## config.mk

```make
export PLATFORM = sky130hd
export DESIGN_NAME = arcade_io_top
export DESIGN_NICKNAME = d
export VERILOG_FILES = /design/src/game_pkg.sv /design/src/io_pkg.sv /design/src/download_capture.sv /design/src/switch_matrix.sv /design/src/sound_mixer.sv /design/src/arcade_io_top.sv
export SDC_FILE = /design/constraint.sdc
export NUM_CORES = 1
export LEC_CHECK = 0
export BUFFER_PORTS_ARGS = -buffer_cell sky130_fd_sc_hd__buf_2
export CORE_MARGIN = 5
export CORE_UTILIZATION = 35
export DETAILED_ROUTE_END_ITERATION = 8
export PLACE_DENSITY_LB_ADDON = 0.05
export SYNTH_ARGS = -nofsm -noshare
export SYNTH_HDL_FRONTEND = slang
export SYNTH_SLANG_ARGS = --single-unit
```

## constraint.sdc

```tcl
create_clock -name clk_sys -period 2.8 [get_ports clk_sys]
set_clock_uncertainty 0.15 [all_clocks]
set_input_delay 0.28 -clock clk_sys [delete_from_list [all_inputs] [get_ports clk_sys]]
set_output_delay 0.28 -clock clk_sys [all_outputs]
set_load 0.005 [all_outputs]
```

## src/game_pkg.sv

```systemverilog
// Game identity, download indices and DIP bank types shared by the capture, matrix and mixer
package game_pkg;

	// ====================
	// Game select codes
	// ====================

	// Raw byte written by the host on the game index
	typedef logic [7:0] game_code_t;

	// Nothing loaded yet
	localparam game_code_t GAME_NONE      = 8'd0;
	localparam game_code_t GAME_SPACEZAP  = 8'd3;
	localparam game_code_t GAME_GORF      = 8'd4;
	localparam game_code_t GAME_WOW       = 8'd5;
	localparam game_code_t GAME_ROBBY     = 8'd6;
	// Program 1 set of Gorf, runs as plain Gorf on this board
	localparam game_code_t GAME_GORF_PRG1 = 8'd7;

	// One-hot game flags
	// All members stay clear for an unknown or missing code
	typedef struct packed {
		logic spacezap;
		logic gorf;
		logic wow;
		logic robby;
	} game_flags_t;

	// ====================
	// Host download
	// ====================

	// Index carrying the game-select byte
	localparam logic [7:0] IDX_GAME = 8'd1;
	// Index carrying the DIP-switch bytes
	localparam logic [7:0] IDX_DIP  = 8'd254;

	// ====================
	// DIP bank
	// ====================

	localparam int DIP_COUNT = 8;

	typedef logic [7:0] dip_byte_t;
	typedef dip_byte_t [DIP_COUNT-1:0] dip_bank_t;

	// Cabinet options, bit 0 selects the Gorf cabinet speaker layout
	localparam int DIP_CAB   = 0;
	// Coinage and game options
	localparam int DIP_COIN  = 2;
	// Read back directly on column 3
	localparam int DIP_EXTRA = 3;

endpackage

```

## src/io_pkg.sv

```systemverilog
// Player, host download and audio types plus switch-matrix strobe codes for the I/O block
package io_pkg;

	// ====================
	// Host writes
	// ====================

	// Single-cycle write strobe with its index, address and data byte
	typedef struct packed {
		logic        wr;
		logic [7:0]  index;
		logic [18:0] addr;
		logic [7:0]  data;
	} download_t;

	// One player's controls, active high as they come from the host
	typedef struct packed {
		logic up;
		logic down;
		logic left;
		logic right;
		logic fire;
		logic fire2;
		logic start;
		logic coin;
	} player_t;

	// ====================
	// Switch matrix
	// ====================

	// One-hot column strobes driven by the game CPU
	localparam logic [7:0] COL_0 = 8'h01;
	localparam logic [7:0] COL_1 = 8'h02;
	localparam logic [7:0] COL_2 = 8'h04;
	localparam logic [7:0] COL_3 = 8'h08;
	// Nothing pressed on any row
	localparam logic [7:0] ROW_IDLE = 8'hFF;

	// Unsigned stereo pair
	typedef struct packed {
		logic [15:0] left;
		logic [15:0] right;
	} audio_pair_t;

	// Lifts chip audio toward the sample silence level on the cabinet
	localparam logic [16:0] CAB_OFFSET = 17'd16384;
	// Ceiling for the offset channel
	localparam logic [16:0] AUDIO_MAX  = 17'd65535;

endpackage

```

## src/download_capture.sv

```systemverilog
// Input side, latches the game code and DIP bytes from host writes and decodes game flags
`timescale 1ns/1ps

module download_capture (
	input  logic                  clk_sys,
	input  logic                  reset,
	input  io_pkg::download_t     dl,
	output game_pkg::game_flags_t flags,
	output game_pkg::dip_bank_t   dips
);
	import game_pkg::*;

	game_code_t  game_code;
	game_flags_t flags_next;
	logic        game_wr;
	logic        dip_wr;

	// ====================
	// Write decode
	// ====================

	// Game byte arrives on its own index, any address
	assign game_wr = dl.wr && (dl.index == IDX_GAME);

	// DIP bytes only land for addresses inside the bank
	assign dip_wr = dl.wr && (dl.index == IDX_DIP) && (dl.addr < 19'(DIP_COUNT));

	// Game code register
	always_ff @(posedge clk_sys or posedge reset) begin
		if (reset) begin
			game_code <= GAME_NONE;
		end else if (game_wr) begin
			game_code <= dl.data;
		end
	end

	// DIP bank, one byte per write
	always_ff @(posedge clk_sys or posedge reset) begin
		if (reset) begin
			dips <= '0;
		end else if (dip_wr) begin
			dips[dl.addr[2:0]] <= dl.data;
		end
	end

	// ====================
	// Flag decode
	// ====================

	// One-hot per kept game
	// Program 1 Gorf shares the Gorf flag
	always_comb begin
		flags_next = '0;
		case (game_code)
			GAME_SPACEZAP: flags_next.spacezap = 1'b1;
			GAME_GORF,
			GAME_GORF_PRG1: flags_next.gorf = 1'b1;
			GAME_WOW: flags_next.wow = 1'b1;
			GAME_ROBBY: flags_next.robby = 1'b1;
			// Unknown or dropped games leave every flag clear
			default: flags_next = '0;
		endcase
	end

	// Second stage, flags follow the code one edge later
	always_ff @(posedge clk_sys or posedge reset) begin
		if (reset) begin
			flags <= '0;
		end else begin
			flags <= flags_next;
		end
	end

endmodule

```

## src/switch_matrix.sv

```systemverilog
// Processing part, builds the row byte the game CPU reads for each column strobe
`timescale 1ns/1ps

module switch_matrix (
	input  game_pkg::game_flags_t flags,
	input  game_pkg::dip_bank_t   dips,
	input  io_pkg::player_t       p1,
	input  io_pkg::player_t       p2,
	input  logic                  speech_busy,
	input  logic [7:0]            col_select,
	output logic [7:0]            row_data
);
	import game_pkg::*;
	import io_pkg::*;

	dip_byte_t  dip_coin;
	logic [4:0] p1_stick;
	logic [4:0] p2_stick;
	logic [7:0] col0_byte;
	logic [7:0] col1_byte;
	logic [7:0] col2_byte;
	logic       any_game;

	// Fire and four directions, active low as the CPU sees them
	// Bit order is fire, right, left, down, up
	function automatic logic [4:0] stick_bits(input player_t p);
		return {~p.fire, ~p.right, ~p.left, ~p.down, ~p.up};
	endfunction

	assign dip_coin = dips[DIP_COIN];
	assign p1_stick = stick_bits(p1);
	assign p2_stick = stick_bits(p2);

	// Column 3 is only live once a kept game is selected
	assign any_game = |flags;

	// ====================
	// Per-game columns
	// ====================

	always_comb begin
		// No game, every row reads as released
		col0_byte = ROW_IDLE;
		col1_byte = ROW_IDLE;
		col2_byte = ROW_IDLE;

		if (flags.spacezap) begin
			// Starts, coin and two option switches
			col0_byte = {2'b11, ~p2.start, ~p1.start, dip_coin[1], 1'b1, ~p1.coin, 1'b1};
			col1_byte = {3'b111, p2_stick};
			// Option bit shares the p1 stick column
			col2_byte = {2'b11, dip_coin[0], p1_stick};
		end else if (flags.gorf) begin
			col0_byte = {dip_coin[2], dip_coin[0], ~p2.start, ~p1.start,
				1'b1, dip_coin[1], ~p1.coin, 1'b1};
			// Top two bits tied low on the Gorf harness
			col1_byte = {3'b001, p2_stick};
			// Speech chip busy on bit 7
			col2_byte = {speech_busy, 2'b01, p1_stick};
		end else if (flags.wow) begin
			col0_byte = {dip_coin[2], ~p2.start, ~p1.start, 1'b1,
				dip_coin[1], 1'b1, ~p1.coin, 1'b1};
			// Second button is read active high on this game
			col1_byte = {2'b11, ~p2.fire, p2.fire2, ~p2.right, ~p2.left, ~p2.down, ~p2.up};
			col2_byte = {speech_busy, 1'b1, ~p1.fire, p1.fire2,
				~p1.right, ~p1.left, ~p1.down, ~p1.up};
		end else if (flags.robby) begin
			col0_byte = {1'b0, ~p2.start, ~p1.start, 1'b1, dip_coin[1], 1'b1, ~p1.coin, 1'b1};
			// Unused bit 4 sits between fire and the directions
			col1_byte = {2'b11, ~p2.fire, 1'b1, ~p2.right, ~p2.left, ~p2.down, ~p2.up};
			col2_byte = {2'b11, ~p1.fire, 1'b1, ~p1.right, ~p1.left, ~p1.down, ~p1.up};
		end
	end

	// ====================
	// Column select
	// ====================

	// Strobe must be exactly one-hot, anything else floats high
	always_comb begin
		case (col_select)
			COL_0: row_data = col0_byte;
			COL_1: row_data = col1_byte;
			COL_2: row_data = col2_byte;
			// Every kept game reads a raw DIP byte here
			COL_3: row_data = any_game ? dips[DIP_EXTRA] : ROW_IDLE;
			default: row_data = ROW_IDLE;
		endcase
	end

endmodule

```

## src/sound_mixer.sv

```systemverilog
// Output side, picks and sums chip, speech and sample audio per game and cabinet layout
`timescale 1ns/1ps

module sound_mixer (
	input  logic                  clk_sys,
	input  logic                  reset,
	input  game_pkg::game_flags_t flags,
	input  game_pkg::dip_bank_t   dips,
	input  io_pkg::audio_pair_t   chip_audio,
	input  io_pkg::audio_pair_t   sample_audio,
	input  logic                  speech_select,
	output io_pkg::audio_pair_t   audio_out
);
	import game_pkg::*;
	import io_pkg::*;

	logic        cabinet;
	logic [16:0] cab_sum;
	logic [15:0] cab_left;
	logic [15:0] mix_left;
	logic [15:0] mix_right;
	audio_pair_t audio_next;

	// Gorf upright cabinet with separate top and lower speakers
	assign cabinet = flags.gorf && dips[DIP_CAB][0];

	// ====================
	// Cabinet left channel
	// ====================

	// Chip silence sits at zero, samples idle at mid-scale
	// The offset brings the chip up near the halved sample level
	assign cab_sum  = {1'b0, chip_audio.left} + CAB_OFFSET;
	assign cab_left = (cab_sum > AUDIO_MAX) ? AUDIO_MAX[15:0] : cab_sum[15:0];

	// ====================
	// Half-sum mix
	// ====================

	// Two 15-bit halves never carry out of 16 bits
	assign mix_left  = {1'b0, chip_audio.left[15:1]} + {1'b0, sample_audio.left[15:1]};
	assign mix_right = {1'b0, chip_audio.right[15:1]} + {1'b0, sample_audio.right[15:1]};

	always_comb begin
		// Space Zap and no game, one chip on both sides
		audio_next.left  = chip_audio.left;
		audio_next.right = chip_audio.left;

		if (cabinet) begin
			// Top speaker is the right chip channel
			audio_next.right = chip_audio.right;
			// Lower speaker switches between speech and the second chip
			if (speech_select) begin
				audio_next.left = {1'b0, sample_audio.left[15:1]};
			end else begin
				audio_next.left = cab_left;
			end
		end else if (flags.gorf || flags.wow) begin
			// Chip plus speech samples
			audio_next.left  = mix_left;
			audio_next.right = mix_right;
		end else if (flags.robby) begin
			// Two sound chips, true stereo
			audio_next.right = chip_audio.right;
		end
	end

	// One cycle of latency to the outputs
	always_ff @(posedge clk_sys or posedge reset) begin
		if (reset) begin
			audio_out <= '0;
		end else begin
			audio_out <= audio_next;
		end
	end

endmodule

```

## src/arcade_io_top.sv

```systemverilog
// Top level of the operator-control and sound-mixing block, connects capture, matrix and mixer
`timescale 1ns/1ps

module arcade_io_top (
	input  logic                clk_sys,
	input  logic                reset,
	input  io_pkg::download_t   dl,
	input  io_pkg::player_t     p1,
	input  io_pkg::player_t     p2,
	input  logic                speech_busy,
	input  logic [7:0]          col_select,
	input  logic                speech_select,
	input  io_pkg::audio_pair_t chip_audio,
	input  io_pkg::audio_pair_t sample_audio,
	output logic [7:0]          row_data,
	output io_pkg::audio_pair_t audio_out
);
	import game_pkg::*;

	// Decoded game and DIP state shared by both consumers
	game_flags_t flags;
	dip_bank_t   dips;

	// Host writes in
	download_capture u_capture (
		.clk_sys (clk_sys),
		.reset   (reset),
		.dl      (dl),
		.flags   (flags),
		.dips    (dips)
	);

	// CPU switch reads, no clock
	switch_matrix u_matrix (
		.flags       (flags),
		.dips        (dips),
		.p1          (p1),
		.p2          (p2),
		.speech_busy (speech_busy),
		.col_select  (col_select),
		.row_data    (row_data)
	);

	// Audio out
	sound_mixer u_mixer (
		.clk_sys       (clk_sys),
		.reset         (reset),
		.flags         (flags),
		.dips          (dips),
		.chip_audio    (chip_audio),
		.sample_audio  (sample_audio),
		.speech_select (speech_select),
		.audio_out     (audio_out)
	);

endmodule

```

==> impl_metrics.json, run 1 <==
{
  "max_clock_freq_ghz": 0.385,
  "netlist_area_um2": 4530,
  "dr.pass1.iters": 5,
  "dpl.hpwl_um": 12700,
  "cp.required_ns": 2.37,
  "synth_top_area_share_pct": 30.9,
  "wl_per_cell_um": 18.3,
  "min_period_ns": 2.59,
  "combinationalPowerShare_pct": 30.4,
  "ioPinCount": 168,
  "drt_iter0_markers": 387,
  "cp-start-kind": "input port",
  "p_switching_mw": 0.728,
  "ys_warn_count": 0,
  "clk_pin_slew_ns": 0.08,
  "fin_setup_tns_ns": 0,
  "layout.nets": 865,
  "yosysTopAreaCell": "dfrtp_1",
  "drc": 0,
  "r2r_setup_slack_ns": 0.64,
  "layout_common_cells": "buf_2 (164), dfrtp_1 (56), nor2_1 (55), o21ai_0 (55), a21oi_1 (44)",
  "drive_gt1_share_pct": 32.1,
  "clock_sinks": 56,
  "powerDensity_nw_per_um2": 381,
  "syn-instance-count": 531,
  "vdd_ir_drop_max_uv": 230,
  "switching_share_pct": 32.9,
  "synth-xor-area-share_pct": 2.71,
  "syn_nets": 693,
  "worst_pin_slew_ns": 0.620,
  "grt_max_degree": 57,
  "synthArstFlopShare_pct": 100,
  "worst_setup_path_end_kind": "output pin",
  "cts_setup_buffers": 0,
  "holdWs_ns": 0.0711,
  "period_share_pct": 92.6,
  "pwr-share-clk_pct": 30.8,
  "overflow": 0,
  "grt_pass1_vias": 4690,
  "status": "finished clean",
  "port_buffers": 164,
  "vias_per_cell": 5.58,
  "cts_tree": "built",
  "internal-power_mw": 1.48,
  "num-fill-cells": 1285,
  "synthFlopType": "dfrtp_1",
  "track_usage_pct": 20.6,
  "htreeDepth": 2,
  "cts_buffers": 5,
  "ys_seq_area_share_pct": 30.9,
  "die_w_um": 124,
  "ctsResizeCount": 0,
  "slew_viol_final": 0,
  "cap_viol_max_count": 0,
  "hold_buffers": 1,
  "grt_pass1_wl_um": 24600,
  "antenna_found_initial": 0,
  "synth_fa_ha_area_share_pct": 9.72,
  "p_leak_nw": 2.70,
  "crit_fanout": 10,
  "seqPwrFrac_pct": 38.8,
  "clock_tree.root_cell": "clkbuf_16",
  "finalPower_mw": 2.21,
  "dieArea_um2": 15300,
  "clk_path_buf_depth": 2,
  "ys_top_cells_by_area": "dfrtp_1 (31%), ha_1 (8.8%), o21ai_0 (6.1%)",
  "final-instance-count-excl-fill": 876,
  "clk_latency_ns": 0.30,
  "ant_nets": 0,
  "start_util_pct": 35.8,
  "synthMuxAreaShare_pct": 6.10,
  "hold_path_class": "input port to flop",
  "cp.arrival_ns": 2.16,
  "yosysUniqueCellTypes": 66,
  "synth_top_family_by_area": "compound AO/OA/AOI/OAI gates",
  "core_um2": 12700,
  "drt_wl_total_um": 16000,
  "die_y_um": 124,
  "gp_congestion": 0.888,
  "path_class": "input port to output pin",
  "num_rows": 41,
  "syn_to_final_growth_pct": 28.2,
  "synthSimpleGateAreaFrac_pct": 18.6,
  "ys_ff_latch": 56,
  "layout_commonest_cell": "buf_2",
  "dpl.cell_count": 867,
  "rsz0062_at_grt": "no",
  "finalSetupViolCount": 0,
  "synth_area_per_cell_um2": 8.53,
  "synth_compound_area_share_pct": 29.2,
  "vias": 4891,
  "n_antenna_cell": 0,
  "hold_viol_final": 0,
  "synth_edf_count": 0,
  "relSlewSlack_pct": 58.7
}
## cell type report
cell class                 instances  area (um^2)  area share (%)
timing repair buffer             182          971            16.7
tap                              172          215            3.71
clock buffer                       5          125            2.15
sequential                        56         1400            24.1
inverter                          14         52.6           0.905
multi-input combinational        444         3010            51.8
clock inverter                     3         33.8           0.582
## critical path, stage by stage
cell       delay, ns
buf_2           0.09
or4_1           0.60
nor2_1          0.19
nand3_1         0.31
nand2_1         0.20
a21boi_0        0.18
o2111ai_1       0.16
buf_2           0.15
## state kept, by name, indices dropped and copies added (netlist names)
signal               cells
u_capture.flags          4
u_capture.game_code      8
u_mixer.audio_out       32
u_capture.dips          12
## path summary, 6_finish.rpt
check                      cells after the start                    from                      to
max reg2reg                                    5      u_capture.flags[2]   u_mixer.audio_out[28]
min reg2reg                                    1  u_capture.game_code[2]      u_capture.flags[3]
min in group asynchronous                      4                   reset    u_mixer.audio_out[1]
max                                            8           col_select[5]             row_data[3]
min                                            2                   dl[3]  u_capture.game_code[3]
max in group asynchronous                      4                   reset   u_mixer.audio_out[31]
## stage by stage
| stage | cell area [um^2] | utilization [%] | worst slack [ns] |
|---|---|---|---|
| final | 5810 | 45.8 | 0.206 |
| after global routing | 5810 | 45.8 | 0.0341 |
| after CTS | 5810 | 45.8 | 0.204 |
| after detailed placement | 5640 | 44.5 | 0.000839 |
| after global placement | 5640 | 44.5 | 0.0562 |
| after floorplan | 4530 | - | 0.244 |
## cell usage after synthesis (9+ instances only)
cell type / count
a21oi_1: 44
a22oi_1: 9
clkbuf_1: 12
dfrtp_1: 56
ha_1: 32
inv_1: 14
mux2_2: 21
nand2_1: 35
nand3_1: 15
nand4_1: 9
nor2_1: 55
nor2b_1: 9
o21a_1: 11
o21ai_0: 55
o22ai_1: 16
xnor2_1: 9
## layer usage
metal | part of all wire (%) | up-vias | track usage, %
met2 | 43 | 188 | 32.0
met3 | 6.6 | 18 | 2.86
li1 | - | 2365 | -
met5 | 0 | - | 0
met4 | 1.4 | 0 | 4.64
met1 | 49 | 2320 | 30.4
## kinds of logic after synthesis
family / count (synthesis)
compound gates: 202
xor+xnor: 14
fa+ha+maj: 34
buf+inv: 31
flops: 56
mux: 25
simple gates: 169
## power by group through the flow
stage               Combinational, mW  Clock [mW]  Sequential (mW)
floorplan                       0.387           0            0.873
global placement                0.656           0            0.873
detailed placement              0.664           0            0.873
CTS                             0.669       0.706            0.858
global route                    0.746       0.731            0.861
finish                          0.672       0.681            0.858
Note: power is estimated with default switching activity, not from simulation.
==> inputs of run 2 (changes only) <==
==> constraint.sdc (replaced) <==
create_clock -name clk_sys -period 3.1 [get_ports clk_sys]
set_clock_uncertainty 0.15 [all_clocks]
set_input_delay 0.31 -clock clk_sys [delete_from_list [all_inputs] [get_ports clk_sys]]
set_output_delay 0.31 -clock clk_sys [all_outputs]
set_load 0.01 [all_outputs]
==> run 2 against run 1 <==
Die area unchanged. Register-to-register slack better by 0.11 ns. Power shrank 9.2%. Cell count down 0.34%. Non-clock buffer count fell by 3. Worst hold slack better by 0.025 ns. Sequential share of layout area is 0.17 points higher. Critical endpoint is now row_data[5]. Largest power group unchanged.
==> impl_metrics.json, run 2 (synthesized netlist as in run 1, its figures left out) <==
{
  "hold_viol_final": 0,
  "grt_max_degree": 28,
  "period_share_pct": 87.6,
  "clock_tree.root_cell": "clkbuf_16",
  "overflow": 0,
  "dpl-instance-area_um2": 5600,
  "cp.required_ns": 2.64,
  "min_period_ns": 2.72,
  "drc": 0,
  "clock_sinks": 56,
  "grt_pass1_wl_um": 24800,
  "port_buffers": 164,
  "finalPower_mw": 2.01,
  "r2r_cells": 5,
  "htreeDepth": 2,
  "crit_top_cell": "buf_2",
  "drt_wl_total_um": 15900,
  "core_um2": 12700,
  "die_y_um": 124,
  "drt_iter0_markers": 402,
  "critical_path_depth": 8,
  "cpPeakStageDelay_ns": 0.60,
  "p_leak_nw": 2.68,
  "n_antenna_cell": 0,
  "hold_depth": 2,
  "cp-start-kind": "input port",
  "worst_pin_slew_ns": 0.575,
  "powerDensity_nw_per_um2": 348,
  "path_buf_inv": 2,
  "cts_buffers": 5,
  "drive_gt1_share_pct": 31.8,
  "vdd_ir_drop_max_uv": 226,
  "cts_tree": "built",
  "clk_latency_ns": 0.31,
  "post-place-ws_ns": 0.202,
  "crit_fanout": 10,
  "slew_viol_final": 0,
  "largest_registers": "u_mixer.audio_out (32), u_capture.dips (12), u_capture.game_code (8)",
  "layout_commonest_cell": "buf_2",
  "status": "finished clean",
  "top_register": "u_mixer.audio_out",
  "vias_per_cell": 5.56,
  "path_class": "input port to output pin",
  "antenna_found_initial": 0,
  "clk_path_buf_depth": 2,
  "ant_nets": 0,
  "worst_setup_path_end_kind": "output pin",
  "hold_path_class": "input port to flop",
  "syn_to_final_growth_pct": 27.3,
  "clk_pin_slew_ns": 0.08,
  "num-fill-cells": 1334,
  "fin_setup_tns_ns": 0,
  "path_cells": "buf_2, or4_1, nor2_1, and3_1, nand2_1, a211o_1, o2111ai_1, buf_2",
  "final_area_um2": 5770,
  "relSlewSlack_pct": 61.3,
  "crit_family": "simple AND/OR/NAND/NOR gates",
  "gp_congestion": 0.901,
  "die_w_um": 124,
  "max_clock_freq_ghz": 0.368,
  "track_usage_pct": 20.7,
  "cap_viol_max_count": 0,
  "largest_reg_flops": 32,
  "ioPinCount": 168,
  "cp.arrival_ns": 2.26,
  "vias": 4856,
  "cts_setup_buffers": 0,
  "wl_per_cell_um": 18.2,
  "dieArea_um2": 15300,
  "finalSetupViolCount": 0,
  "dr.pass1.iters": 5,
  "dpl.hpwl_um": 12700,
  "layout_common_cells": "buf_2 (164), dfrtp_1 (56), nor2_1 (55), o21ai_0 (55), a21oi_1 (44)",
  "start_util_pct": 35.8,
  "layout.nets": 862,
  "num_rows": 41,
  "fin_ws_ns": 0.384,
  "grt_pass1_vias": 4728,
  "rsz0062_at_grt": "no",
  "worst_path_max_delay_cell": "or4_1"
}
==> run 2: cell count changes in the layout (fill, tap and decap cells not counted), sizes merged <==
cell | before | now
buf | 181 | 178
clkinv | 2 | 0
inv | 15 | 17
==> run 2: through the flow <==
stage | util (%) | cells | hold WS [ns]
after floorplan | - | 531 | 0.274
after global placement | 44.2 | 864 | 0.111
after detailed placement | 44.2 | 864 | 0.113
after CTS | 45.5 | 873 | 0.0941
after global routing | 45.5 | 873 | 0.102
final | 45.5 | 873 | 0.0961
==> run 2: path summary, 6_finish.rpt <==
check	start	to	slack [ns]
max in group asynchronous	reset	u_mixer.audio_out[29]	1.80
setup reg to reg	u_capture.flags[2]	u_mixer.audio_out[29]	0.75
setup / recovery	col_select[5]	row_data[5]	0.38
min in group asynchronous	reset	u_capture.dips[24]	0.33
hold reg to reg	u_capture.game_code[2]	u_capture.flags[3]	0.35
hold / removal	dl[3]	u_capture.dips[27]	0.1
==> run 2: routing by layer <==
metal  routed length (um)  track usage, %  part of all wire, %  vias up
met3                 1200            3.41                  7.6       11
li1                     -               -                    -     2369
met4                  161            4.08                  1.0        0
met2                 6860            32.4                   43      203
met1                 7640            30.3                   48     2273
met5                    0               0                    0        -
==> run 2: timing repair <==
action,CTS,global route
gates resized for setup,0,0
hold buffers,1,0
hold endpoints to repair,10,0
==> run 2: area by class of cell <==
cell class	count	area (um^2)	share of cell area, %
Clock inverter	3	28.8	0.499
Timing Repair Buffer	179	936	16.2
Clock buffer	5	125	2.17
Inverter	14	52.6	0.911
Multi-Input combinational cell	444	3010	52.2
Sequential cell	56	1400	24.3
Tap cell	172	215	3.73
==> run 2: power by group <==
group	internal [mW]	total (mW)	switching (mW)
combinational	0.261	0.608	0.347
sequential	0.760	0.774	0.0133
clock	0.313	0.626	0.313
==> inputs of run 3 (changes only) <==
--- a/config.mk
+++ b/config.mk
@@ -9,7 +9,7 @@
 export CORE_MARGIN = 5
 export CORE_UTILIZATION = 35
 export DETAILED_ROUTE_END_ITERATION = 8
-export PLACE_DENSITY_LB_ADDON = 0.05
+export PLACE_DENSITY = 0.71
 export SYNTH_ARGS = -nofsm -noshare
 export SYNTH_HDL_FRONTEND = slang
 export SYNTH_SLANG_ARGS = --single-unit
==> run 3 against run 2 <==
The flow now finishes with violations (hold timing). Critical path depth did not move. Worst setup slack improved by 0.010 ns. Combinational power fell by 1%. Critical path type unchanged.
==> impl_metrics.json, run 3 (synthesized netlist as in run 1, its figures left out) <==
{
  "hold_viol_final": 30,
  "n_antenna_cell": 0,
  "core_um2": 12700,
  "start_util_pct": 35.8,
  "clock_tree.root_cell": "clkbuf_16",
  "largest_registers": "u_mixer.audio_out (32), u_capture.dips (12), u_capture.game_code (8)",
  "drt_wl_total_um": 15300,
  "drc": 0,
  "post-place-ws_ns": 0.246,
  "relSlewSlack_pct": 48.1,
  "worst_pin_slew_ns": 0.777,
  "fin_setup_tns_ns": 0,
  "cap_viol_max_count": 0,
  "hold_path_class": "input port to asynchronous set/reset pin",
  "r2r_setup_slack_ns": 0.85,
  "slew_viol_final": 0,
  "syn_to_final_growth_pct": 26.5,
  "finalSetupViolCount": 0,
  "holdWs_ns": -0.0134,
  "status": "complete, but fails checks",
  "overflow": 0,
  "seqPwrFrac_pct": 39.0,
  "largest_reg_flops": 32,
  "final-instance-count-excl-fill": 869,
  "antenna_found_initial": 0,
  "grt_pass1_vias": 4833,
  "fin_ws_ns": 0.394,
  "hold_buffers": 0,
  "critPathLaunch": "col_select[5]",
  "wl_per_cell_um": 17.6,
  "layout_common_cells": "buf_2 (164), dfrtp_1 (56), nor2_1 (55), o21ai_0 (55), a21oi_1 (44)",
  "reg2reg_from": "u_capture.flags[2]",
  "ant_nets": 0,
  "vdd_ir_drop_max_uv": 190,
  "p_leak_nw": 2.66,
  "powerDensity_nw_per_um2": 346,
  "top_register": "u_mixer.audio_out",
  "cp.arrival_ns": 2.25,
  "drive_gt1_share_pct": 31.6,
  "drt_iter0_markers": 365,
  "port_buffers": 164,
  "cts_setup_buffers": 0,
  "cts_tree": "built",
  "max_clock_freq_ghz": 0.370,
  "p_switching_mw": 0.653,
  "dieArea_um2": 15300,
  "pwr-share-clk_pct": 30.6,
  "path_cells": "buf_2, or4_1, nor2_1, and3_1, nand2_1, a211o_1, o2111ai_1, buf_2",
  "final_area_um2": 5730,
  "clock_sinks": 56,
  "num-fill-cells": 1311,
  "internal-power_mw": 1.33,
  "cpPeakStageDelay_ns": 0.60,
  "dpl-instance-area_um2": 5580,
  "crit_top_cell": "buf_2",
  "crit_fanout": 10,
  "crit_family": "simple AND/OR/NAND/NOR gates",
  "gp_congestion": 0.923,
  "violations": "hold timing",
  "cp.required_ns": 2.64,
  "dpl.hpwl_um": 12200,
  "path_class": "input port to output pin",
  "grt_pass1_wl_um": 24000,
  "vias_per_cell": 5.61,
  "worst_setup_path_end_kind": "output pin",
  "track_usage_pct": 20.0,
  "layout_commonest_cell": "buf_2",
  "num_rows": 41,
  "clk_pin_slew_ns": 0.08,
  "rsz0062_at_grt": "no",
  "finalPower_mw": 1.98,
  "cts_buffers": 5,
  "htreeDepth": 2,
  "clk_latency_ns": 0.31,
  "grt_max_degree": 35,
  "worst_path_max_delay_cell": "or4_1",
  "layout.nets": 858,
  "switching_share_pct": 33.0,
  "dr.pass1.iters": 5,
  "min_period_ns": 2.71,
  "ctsResizeCount": 0,
  "cp-start-kind": "input port",
  "combinationalPowerShare_pct": 30.4,
  "ioPinCount": 168,
  "vias": 4871,
  "period_share_pct": 87.3,
  "die_y_um": 124,
  "clk_path_buf_depth": 2,
  "die_w_um": 124,
  "dpl.cell_count": 861,
  "path_buf_inv": 2
}
[run 3: per-stage QoR]
| stage | hold WS (ns) | util (%) |
|---|---|---|
| global placement | 0.295 | 44.0 |
| floorplan | 0.274 | - |
| global route | 0.0477 | 45.2 |
| finish | -0.0134 | 45.2 |
| CTS | 0.00887 | 45.2 |
| detailed placement | 0.298 | 44.0 |
[run 3: layout make-up]
type                       count  area [um^2]  share of cell area, %
multi-input combinational    444         3010                   52.5
sequential                    56         1400                   24.4
timing repair buffer         175          903                   15.8
tap                          172          215                   3.75
clock buffer                   5          125                   2.18
inverter                      14         52.6                  0.917
clock inverter                 3         27.5                  0.480
[run 3: worst paths after layout]
path | end | cells after the start
max | row_data[5] | 8
max reg2reg | u_mixer.audio_out[29] | 5
min reg2reg | u_capture.flags[3] | 1
min | u_mixer.audio_out[18] | 2
max in group asynchronous | u_capture.flags[0] | 3
min in group clk_sys | u_capture.dips[27] | 2
[run 3: worst register-to-register path, stage by stage (launching register included)]
cell and delay (ns):
dfrtp_1 0.56, or2_2 0.42, nand2_1 0.17, or4b_2 0.65, a21oi_1 0.12, or3b_2 0.12
[run 3: power groups by stage]
| stage | registers, mW | clock network (mW) | logic [mW] |
|---|---|---|---|
| detailed placement | 0.787 | 0 | 0.595 |
| global placement | 0.787 | 0 | 0.588 |
| CTS | 0.773 | 0.630 | 0.599 |
| global route | 0.777 | 0.658 | 0.670 |
| floorplan | 0.799 | 0 | 0.350 |
| finish | 0.773 | 0.606 | 0.602 |
[run 3: per-layer routing]
| layer | vias up | global-route usage [%] | share of wire (%) |
|---|---|---|---|
| li1 | 2348 | - | - |
| met1 | 2296 | 25.1 | 42 |
| met2 | 197 | 33.6 | 46 |
| met3 | 30 | 4.41 | 8.8 |
| met4 | 0 | 7.40 | 2.8 |
| met5 | - | 0 | 0 |
